===== src/source/ex_pkg.sv =====
`default_nettype none

package ex_pkg;

  // datapath widths
  localparam int data_w = 32;
  localparam int dr_w = 3;

  // micro-op class, picks which view of the op byte is live
  typedef enum logic [1:0] {
    KIND_ALU,
    KIND_SHIFT,
    KIND_CMPXCHG
  } uop_kind_e;

  typedef enum logic [2:0] {
    ADD,
    ADC,
    SUB,
    CMP,
    AND,
    OR,
    XOR,
    PASS_B
  } alu_op_e;

  // alu view: imm_sel takes operand c in place of b
  typedef struct packed {
    logic [3:0] rsvd;
    logic       imm_sel;
    alu_op_e    func;
  } alu_view_t;

  // shift view: dir 0 is left, count 0 means use b[4:0]
  typedef struct packed {
    logic [1:0] rsvd;
    logic [4:0] count;
    logic       dir;
  } shift_view_t;

  typedef union packed {
    alu_view_t   alu;
    shift_view_t shift;
  } uop_op_u;

  // eflags bit positions
  localparam int flag_cf = 0;
  localparam int flag_zf = 6;
  localparam int flag_sf = 7;
  localparam int flag_of = 11;

endpackage

`default_nettype wire

===== src/source/ex_cluster_top.sv =====
`default_nettype none

module ex_cluster_top #(
  parameter int lanes = 3
) (
  input  wire                          CLK,
  input  wire                          reset,
  input  wire                          in_valid,
  output logic                         in_ready,
  input  wire ex_pkg::uop_kind_e       in_kind,
  input  wire ex_pkg::uop_op_u         in_op,
  input  wire [ex_pkg::data_w-1:0]     in_a,
  input  wire [ex_pkg::data_w-1:0]     in_b,
  input  wire [ex_pkg::data_w-1:0]     in_c,
  input  wire [ex_pkg::dr_w-1:0]       in_dr,
  input  wire                          in_cf,
  output logic                         out_valid,
  input  wire                          out_ready,
  output logic [ex_pkg::data_w-1:0]    out_result,
  output logic [ex_pkg::data_w-1:0]    out_flags,
  output logic [ex_pkg::dr_w-1:0]      out_dr,
  output logic                         out_ld_dst,
  output logic                         out_ld_acc
);

  localparam int dw = ex_pkg::data_w;
  localparam int rw = ex_pkg::dr_w;

  wire [lanes-1:0]    lane_valid;
  wire [lanes-1:0]    lane_ready;
  wire [lanes-1:0]    res_valid;
  wire [lanes-1:0]    res_ready;
  wire [lanes*dw-1:0] res_result;
  wire [lanes*dw-1:0] res_flags;
  wire [lanes*rw-1:0] res_dr;
  wire [lanes-1:0]    res_ld_dst;
  wire [lanes-1:0]    res_ld_acc;

  ex_issue #(
    .lanes (lanes)
  ) u_issue (
    .CLK        (CLK),
    .reset      (reset),
    .in_valid   (in_valid),
    .in_ready   (in_ready),
    .lane_valid (lane_valid),
    .lane_ready (lane_ready)
  );

  // micro-op fields are broadcast, lane_valid picks the taker
  for (genvar i = 0; i < lanes; i++) begin : g_lane
    ex_lane u_lane (
      .CLK        (CLK),
      .reset      (reset),
      .up_valid   (lane_valid[i]),
      .up_ready   (lane_ready[i]),
      .kind       (in_kind),
      .op         (in_op),
      .a          (in_a),
      .b          (in_b),
      .c          (in_c),
      .dr         (in_dr),
      .cf_in      (in_cf),
      .res_valid  (res_valid[i]),
      .res_ready  (res_ready[i]),
      .res_result (res_result[i*dw +: dw]),
      .res_flags  (res_flags[i*dw +: dw]),
      .res_dr     (res_dr[i*rw +: rw]),
      .res_ld_dst (res_ld_dst[i]),
      .res_ld_acc (res_ld_acc[i])
    );
  end

  ex_retire #(
    .lanes (lanes)
  ) u_retire (
    .CLK        (CLK),
    .reset      (reset),
    .res_valid  (res_valid),
    .res_ready  (res_ready),
    .res_result (res_result),
    .res_flags  (res_flags),
    .res_dr     (res_dr),
    .res_ld_dst (res_ld_dst),
    .res_ld_acc (res_ld_acc),
    .out_valid  (out_valid),
    .out_ready  (out_ready),
    .out_result (out_result),
    .out_flags  (out_flags),
    .out_dr     (out_dr),
    .out_ld_dst (out_ld_dst),
    .out_ld_acc (out_ld_acc)
  );

endmodule

`default_nettype wire


===== src/source/ex_retire.sv =====
`default_nettype none

module ex_retire #(
  parameter int lanes = 3
) (
  input  wire                               CLK,
  input  wire                               reset,
  input  wire  [lanes-1:0]                  res_valid,
  output logic [lanes-1:0]                  res_ready,
  input  wire  [lanes*ex_pkg::data_w-1:0]   res_result,
  input  wire  [lanes*ex_pkg::data_w-1:0]   res_flags,
  input  wire  [lanes*ex_pkg::dr_w-1:0]     res_dr,
  input  wire  [lanes-1:0]                  res_ld_dst,
  input  wire  [lanes-1:0]                  res_ld_acc,
  output logic                              out_valid,
  input  wire                               out_ready,
  output logic [ex_pkg::data_w-1:0]         out_result,
  output logic [ex_pkg::data_w-1:0]         out_flags,
  output logic [ex_pkg::dr_w-1:0]           out_dr,
  output logic                              out_ld_dst,
  output logic                              out_ld_acc
);

  localparam int ptr_w = $clog2(lanes);
  localparam int dw = ex_pkg::data_w;
  localparam int rw = ex_pkg::dr_w;

  // oldest lane, walks the same order as issue
  logic [ptr_w-1:0] ptr;
  logic             xfer;

  assign out_valid = res_valid[ptr];
  assign out_result = res_result[ptr*dw +: dw];
  assign out_flags = res_flags[ptr*dw +: dw];
  assign out_dr = res_dr[ptr*rw +: rw];
  assign out_ld_dst = res_ld_dst[ptr];
  assign out_ld_acc = res_ld_acc[ptr];

  assign xfer = out_valid && out_ready;

  // drain strobe reaches the head lane only
  always_comb begin
    res_ready = '0;
    res_ready[ptr] = out_ready;
  end

  always_ff @(posedge CLK) begin
    if (reset) begin
      ptr <= '0;
    end else if (xfer) begin
      if (ptr == ptr_w'(lanes - 1)) begin
        ptr <= '0;
      end else begin
        ptr <= ptr + 1'b1;
      end
    end
  end

  // the writeback port never withdraws an offered result
  a_out_hold : assert property (
    @(posedge CLK) disable iff (reset)
    out_valid && !out_ready |=> out_valid
  );

endmodule

`default_nettype wire


===== src/source/ex_lane.sv =====
`default_nettype none

module ex_lane (
  input  wire                          CLK,
  input  wire                          reset,
  input  wire                          up_valid,
  output logic                         up_ready,
  input  wire ex_pkg::uop_kind_e       kind,
  input  wire ex_pkg::uop_op_u         op,
  input  wire [ex_pkg::data_w-1:0]     a,
  input  wire [ex_pkg::data_w-1:0]     b,
  input  wire [ex_pkg::data_w-1:0]     c,
  input  wire [ex_pkg::dr_w-1:0]       dr,
  input  wire                          cf_in,
  output logic                         res_valid,
  input  wire                          res_ready,
  output logic [ex_pkg::data_w-1:0]    res_result,
  output logic [ex_pkg::data_w-1:0]    res_flags,
  output logic [ex_pkg::dr_w-1:0]      res_dr,
  output logic                         res_ld_dst,
  output logic                         res_ld_acc
);

  localparam int dw = ex_pkg::data_w;

  logic [dw-1:0] fu_a;
  logic [dw-1:0] fu_b;
  logic [dw-1:0] fu_result;
  logic [dw-1:0] fu_flags;
  logic [dw-1:0] nxt_result;
  logic          nxt_ld_dst;
  logic          nxt_ld_acc;
  logic          load;

  // operand select
  always_comb begin
    fu_a = a;
    fu_b = b;
    case (kind)
      ex_pkg::KIND_ALU: begin
        if (op.alu.imm_sel) begin
          fu_b = c;
        end
      end
      // accumulator rides in on c and is compared with the destination
      ex_pkg::KIND_CMPXCHG: begin
        fu_a = c;
        fu_b = a;
      end
      default: ;
    endcase
  end

  ex_func_unit u_func_unit (
    .kind   (kind),
    .op     (op),
    .a      (fu_a),
    .b      (fu_b),
    .cf_in  (cf_in),
    .result (fu_result),
    .flags  (fu_flags)
  );

  // cmpxchg decision and write enables
  always_comb begin
    nxt_result = fu_result;
    nxt_ld_dst = 1'b1;
    nxt_ld_acc = 1'b0;
    if (kind == ex_pkg::KIND_CMPXCHG) begin
      if (fu_flags[ex_pkg::flag_zf]) begin
        nxt_result = b;
      end else begin
        nxt_result = a;
        nxt_ld_dst = 1'b0;
        nxt_ld_acc = 1'b1;
      end
    end else if (kind == ex_pkg::KIND_ALU && op.alu.func == ex_pkg::CMP) begin
      nxt_ld_dst = 1'b0;
    end
  end

  // one-entry result slot, refills in the cycle it drains
  assign up_ready = !res_valid || res_ready;
  assign load = up_valid && up_ready;

  always_ff @(posedge CLK) begin
    if (reset) begin
      res_valid <= 1'b0;
    end else if (load) begin
      res_valid <= 1'b1;
    end else if (res_ready) begin
      res_valid <= 1'b0;
    end
  end

  always_ff @(posedge CLK) begin
    if (load) begin
      res_result <= nxt_result;
      res_flags <= fu_flags;
      res_dr <= dr;
      res_ld_dst <= nxt_ld_dst;
      res_ld_acc <= nxt_ld_acc;
    end
  end

  // a parked result stays put until retire takes it
  a_hold_result : assert property (
    @(posedge CLK) disable iff (reset)
    res_valid && !res_ready |=> res_valid && $stable(res_result) && $stable(res_flags)
  );

endmodule

`default_nettype wire


===== src/source/ex_func_unit.sv =====
`default_nettype none

module ex_func_unit (
  input  wire ex_pkg::uop_kind_e        kind,
  input  wire ex_pkg::uop_op_u          op,
  input  wire [ex_pkg::data_w-1:0]      a,
  input  wire [ex_pkg::data_w-1:0]      b,
  input  wire                           cf_in,
  output logic [ex_pkg::data_w-1:0]     result,
  output logic [ex_pkg::data_w-1:0]     flags
);

  localparam int dw = ex_pkg::data_w;

  // one spare bit on top (or bottom) catches carry, borrow or shift-out
  logic [dw:0] wide;
  logic [4:0]  count;
  logic        carry;
  logic        cf;
  logic        of;

  always_comb begin
    wide = '0;
    carry = 1'b0;
    cf = 1'b0;
    of = 1'b0;
    result = '0;
    count = op.shift.count;
    case (kind)
      ex_pkg::KIND_SHIFT: begin
        if (count == '0) begin
          count = b[4:0];
        end
        // count of zero shifts nothing into the spare bit, so cf stays 0
        if (op.shift.dir) begin
          wide = {a, 1'b0} >> count;
          result = wide[dw:1];
          cf = wide[0];
        end else begin
          wide = {1'b0, a} << count;
          result = wide[dw-1:0];
          cf = wide[dw];
        end
      end
      ex_pkg::KIND_ALU: begin
        case (op.alu.func)
          ex_pkg::ADD, ex_pkg::ADC: begin
            carry = (op.alu.func == ex_pkg::ADC) && cf_in;
            wide = {1'b0, a} + {1'b0, b} + {{dw{1'b0}}, carry};
            result = wide[dw-1:0];
            cf = wide[dw];
            of = (a[dw-1] == b[dw-1]) && (result[dw-1] != a[dw-1]);
          end
          ex_pkg::SUB, ex_pkg::CMP: begin
            wide = {1'b0, a} - {1'b0, b};
            result = wide[dw-1:0];
            cf = wide[dw];
            of = (a[dw-1] != b[dw-1]) && (result[dw-1] != a[dw-1]);
          end
          ex_pkg::AND: result = a & b;
          ex_pkg::OR: result = a | b;
          ex_pkg::XOR: result = a ^ b;
          default: result = b;
        endcase
      end
      default: begin
        // cmpxchg compare, same flags as subtract
        wide = {1'b0, a} - {1'b0, b};
        result = wide[dw-1:0];
        cf = wide[dw];
        of = (a[dw-1] != b[dw-1]) && (result[dw-1] != a[dw-1]);
      end
    endcase

    flags = '0;
    flags[ex_pkg::flag_cf] = cf;
    flags[ex_pkg::flag_zf] = (result == '0);
    flags[ex_pkg::flag_sf] = result[dw-1];
    flags[ex_pkg::flag_of] = of;
  end

endmodule

`default_nettype wire


===== src/source/ex_issue.sv =====
`default_nettype none

module ex_issue #(
  parameter int lanes = 3
) (
  input  wire              CLK,
  input  wire              reset,
  input  wire              in_valid,
  output logic             in_ready,
  output logic [lanes-1:0] lane_valid,
  input  wire  [lanes-1:0] lane_ready
);

  localparam int ptr_w = $clog2(lanes);

  // next lane to receive a micro-op
  logic [ptr_w-1:0] ptr;
  logic             xfer;

  assign xfer = in_valid && in_ready;

  // back-pressure follows the selected lane only
  assign in_ready = lane_ready[ptr];

  always_comb begin
    lane_valid = '0;
    lane_valid[ptr] = in_valid;
  end

  always_ff @(posedge CLK) begin
    if (reset) begin
      ptr <= '0;
    end else if (xfer) begin
      // wrap at lanes, which need not be a power of two
      if (ptr == ptr_w'(lanes - 1)) begin
        ptr <= '0;
      end else begin
        ptr <= ptr + 1'b1;
      end
    end
  end

  // pointer never lands on a lane that does not exist
  a_ptr_range : assert property (
    @(posedge CLK) disable iff (reset)
    ptr < lanes
  );

endmodule

`default_nettype wire


===== config.mk =====
export PLATFORM = sky130hd
export DESIGN_NAME = ex_cluster_top
export DESIGN_NICKNAME = d
export VERILOG_FILES = /design/src/source/ex_pkg.sv /design/src/source/ex_cluster_top.sv /design/src/source/ex_retire.sv /design/src/source/ex_lane.sv /design/src/source/ex_func_unit.sv /design/src/source/ex_issue.sv
export SDC_FILE = /design/constraint.sdc
export NUM_CORES = 1
export LEC_CHECK = 0
export BUFFER_PORTS_ARGS = -buffer_cell sky130_fd_sc_hd__buf_2
export CAP_MARGIN = 5
export CORE_ASPECT_RATIO = 0.8
export CORE_MARGIN = 4
export CORE_UTILIZATION = 30
export DETAILED_ROUTE_END_ITERATION = 8
export PLACE_DENSITY = 0.59
export SLEW_MARGIN = 20
export SYNTH_ARGS = -nofsm -noshare
export SYNTH_HDL_FRONTEND = slang
export SYNTH_SLANG_ARGS = --single-unit
export TNS_END_PERCENT = 50

===== constraint.sdc =====
create_clock -name CLK -period 6.3 [get_ports CLK]
set_input_delay 0.315 -clock CLK [delete_from_list [all_inputs] [get_ports CLK]]
set_output_delay 0.315 -clock CLK [all_outputs]
set_load 0.02 [all_outputs]

==> impl_metrics.toml <==
[outcome]
status = "finished clean"

[synth]
synth-seq-cells = 130
synth-edff-count = 123
async_reset_ff_share_pct = 0
seq_area_frac_synth_pct = 21.9
synth.cell_area_um2 = 17500
ys_warn_count = 0
syn_avg_cell_area_um2 = 7.72
synth-main-ff-cell = "edfxtp_1"
ys_types = 115
synth_cells = 2269

[floorplanning]
dieArea_um2 = 62400
die_height_um = 224
start_util_pct = 30.6
io_pins = 185
rows = 78
core_area_um2 = 57300
die_w_um = 278

[timing]
fmax_mhz = 165
relSlewSlack_pct = 37.2
worst_slew_pin_slew_ns = 0.935
period_minus_slack_ns = 6.07
worst_hold_slack_ns = 0.0935
fin_skew_ns = 0.0126
setup_ws_ns = 0.230
drv_slew = 0
finalSetupViolations = 0
hold_viol = 0
grt_setup_unrepaired = "false"
period_share_pct = 96.3

[clocking]
cts_inserted_buffers = 17
cts_max_level = 4
clockRootBuffer = "clkbuf_16"
clockBufferDepth = 2
cts_tree = "built"
cts.clk_slew.worst_paths_ns = 0.07
post-cts-setup-buffers = 0
clock_sinks = 130
clk_latency_ns = 0.43

[grt]
grt_max_degree = 65
use_met2_pct = 48.2
track_usage_pct = 32.7
grtUsageMet1_pct = 48.0
antenna_found_initial = 4
use_met3_pct = 6.18
grt-busiest-layer = "met2"
grt_pass1_vias = 20000
grt-ovfl-total = 0
grt_pass1_wl_mm = 150

[power_and_ir_drop]
power_mw = 4.78
clkPwrFrac_pct = 21.1
p_sw_mw = 2.17
internal_power_mw = 2.61
p_comb_share_pct = 56.6
leakage_nw = 9.11
power.density_nw_per_um2 = 213
seq_power_share_pct = 22.3
max-vdd-ir-drop_mv = 0.146
swShare_pct = 45.3

[routing]
drc_errors = 0
first_pass_iters = 7
antenna_left = 0
drt_iter0_drc = 2981
wirelength_mm = 107
vias = 21500
wl_per_cell_um = 31.0
vias_per_cell = 6.22

[worst_setup_path]
worst_ep_required_time_ns = 6.46
crit_path_max_fanout = 13
r2r_cells = 4
cp-end-kind = "register"
crit_type = "in2reg"
arrival_ns = 6.23
start_kind = "input port"

[hold_path]
hold_depth = 1
hp-class = "in2reg"

[flow_run]
cap_violations = 0

[layout]
utilization_pct = 39.1
drive_above_1_share_pct = 26.6
nets = 2892
final_area_um2 = 22400
area_delta_synth_final_pct = 27.8

[placement]
port_buffers = 154
dpl-instance-area_um2 = 21800
place_congestion = 1.03
dp_hpwl_mm = 87.8
pre_cts_slack_ns = -0.121
## power groups by stage
stage               combinational (mW)  clock (mW)  sequential [mW]
floorplan                         1.36           0             1.08
global placement                  2.61           0             1.08
detailed placement                2.62           0             1.08
CTS                               2.63        1.02             1.07
global route                      2.83        1.07             1.07
finish                            2.70        1.01             1.07
## metal layers
metal / vias up / wire length, um
li1: 9482 / -
met1: 10600 / 48000
met2: 1255 / 45100
met3: 135 / 10100
met4: 0 / 4010
met5: - / 0
## cell usage after synthesis (12+ instances only)
| cell type | n | area (um2) |
|---|---|---|
| edfxtp_1 | 123 | 3690 |
| a211o_1 | 20 | 175 |
| a221oi_1 | 23 | 201 |
| buf_1 | 15 | 56.3 |
| o211ai_1 | 88 | 661 |
| o21ai_0 | 181 | 906 |
| nor4_1 | 12 | 75.1 |
| o21a_1 | 12 | 90.1 |
| a22oi_1 | 40 | 300 |
| o311a_1 | 25 | 250 |
| nand4_1 | 16 | 100 |
| and2_1 | 13 | 81.3 |
| o21ai_1 | 18 | 90.1 |
| buf_2 | 44 | 220 |
| ha_1 | 96 | 1200 |
| inv_1 | 90 | 338 |
| a21oi_1 | 185 | 926 |
| o221ai_1 | 27 | 236 |
| and3b_1 | 17 | 149 |
| nor3_1 | 46 | 230 |
| a21o_1 | 40 | 300 |
| or4_1 | 21 | 158 |
| nor2b_1 | 23 | 144 |
| buf_6 | 20 | 225 |
| or3_1 | 12 | 75.1 |
| clkbuf_1 | 108 | 405 |
| nor2_1 | 175 | 657 |
| o31ai_1 | 22 | 165 |
| mux2i_1 | 55 | 551 |
| nand3_1 | 65 | 325 |
| a31oi_1 | 40 | 250 |
| o2111ai_1 | 12 | 105 |
| nand2_1 | 201 | 754 |
| o22ai_1 | 39 | 244 |
| xnor2_1 | 29 | 254 |
| buf_4 | 38 | 285 |
| nand2b_1 | 17 | 106 |
| a211oi_1 | 36 | 270 |
## registers in the layout, summed over array words and instances (netlist names)
name                      cells
g_lane.u_lane.res_result     96
g_lane.u_lane.res_flags      12
g_lane.u_lane.res_dr          9
g_lane.u_lane.res_ld_acc      3
g_lane.u_lane.res_ld_dst      3
g_lane.u_lane.res_valid       3
u_issue.ptr                   2
u_retire.ptr                  2
## what timing repair did
action,in CTS,in global routing
setup endpoints to repair,0,13
resized for setup,0,2
hold buffers,0,0
## final timing paths
| path | slack [ns] | endpoint | startpoint |
|---|---|---|---|
| worst max register to register | 3.49 | g_lane[1].u_lane.res_result[6]$_DFFE_PP_ | u_retire.ptr[0]$_SDFFE_PP0P_ |
| worst min-delay path | 0.09 | g_lane[0].u_lane.res_dr[0]$_DFFE_PP_ | in_dr[0] |
| worst max-delay path | 0.23 | g_lane[0].u_lane.res_result[17]$_DFFE_PP_ | in_kind[1] |
| worst min register to register | 0.54 | u_retire.ptr[0]$_SDFFE_PP0P_ | g_lane[1].u_lane.res_valid$_SDFFE_PP0P_ |
## critical path, stage by stage
cell and delay, ns:
buf_2 0.23, nor2b_2 0.09, buf_4 0.15, a22oi_1 0.15, nor2_1 0.05, a21oi_1 0.51, inv_1 0.10, ha_1 0.38
nand2_1 0.09, nor4_1 0.61, o21ai_0 0.20, buf_4 0.19, a31o_2 0.25, buf_4 0.16, nor2_1 0.16, mux2_2 0.21
nor2_1 0.09, nor4_1 0.45, buf_4 0.20, nand4_1 0.21, nor4_2 0.33, nand4bb_1 0.18, buf_4 0.23, or4_1 0.50
o311a_1 0.16
## area by class of cell
| cell class | count | area, um2 |
|---|---|---|
| fillers | 5974 | 34900 |
| well taps | 760 | 951 |
| inverters | 101 | 379 |
| repair buffers | 590 | 4320 |
| flip-flops and latches | 130 | 3830 |
| clock inverters | 14 | 153 |
| clock buffers | 18 | 450 |
| multi-input cells | 1839 | 12300 |
| diodes | 3 | 7.51 |
## stage by stage
stage | std cells | TNS, ns
finish | 3455 | 0
CTS | 3452 | 0
global route | 3453 | 0
global placement | 3420 | -5.20
detailed placement | 3420 | -4.87
floorplan | 2296 | 0
## kinds of logic (layout without fill, tap and decap cells)
kind of cell	Yosys count	in the layout	synth area share, %
other	1	31	0.0214
muxes	68	68	4.19
DFF	130	130	21.9
adders and majority gates	99	99	7.20
AOI/OAI and AO/OA	936	936	36.8
and+or+nand+nor	669	669	18.9
buffers and inverters	327	723	9.00
xor gates and xnor gates	39	39	1.95
## cells in the final DEF (no fill, tap or decap), types with 46 or more instances in the layout
cell type / count
buf_4: 414
nand2_1: 201
a21oi_1: 184
o21ai_0: 180
nor2_1: 174
buf_2: 154
edfxtp_1: 123
ha_1: 96
inv_1: 90
o211ai_1: 88
nand3_1: 65
mux2i_1: 55
nor3_1: 46
No activity file was read; power rests on OpenSTA's default activity.
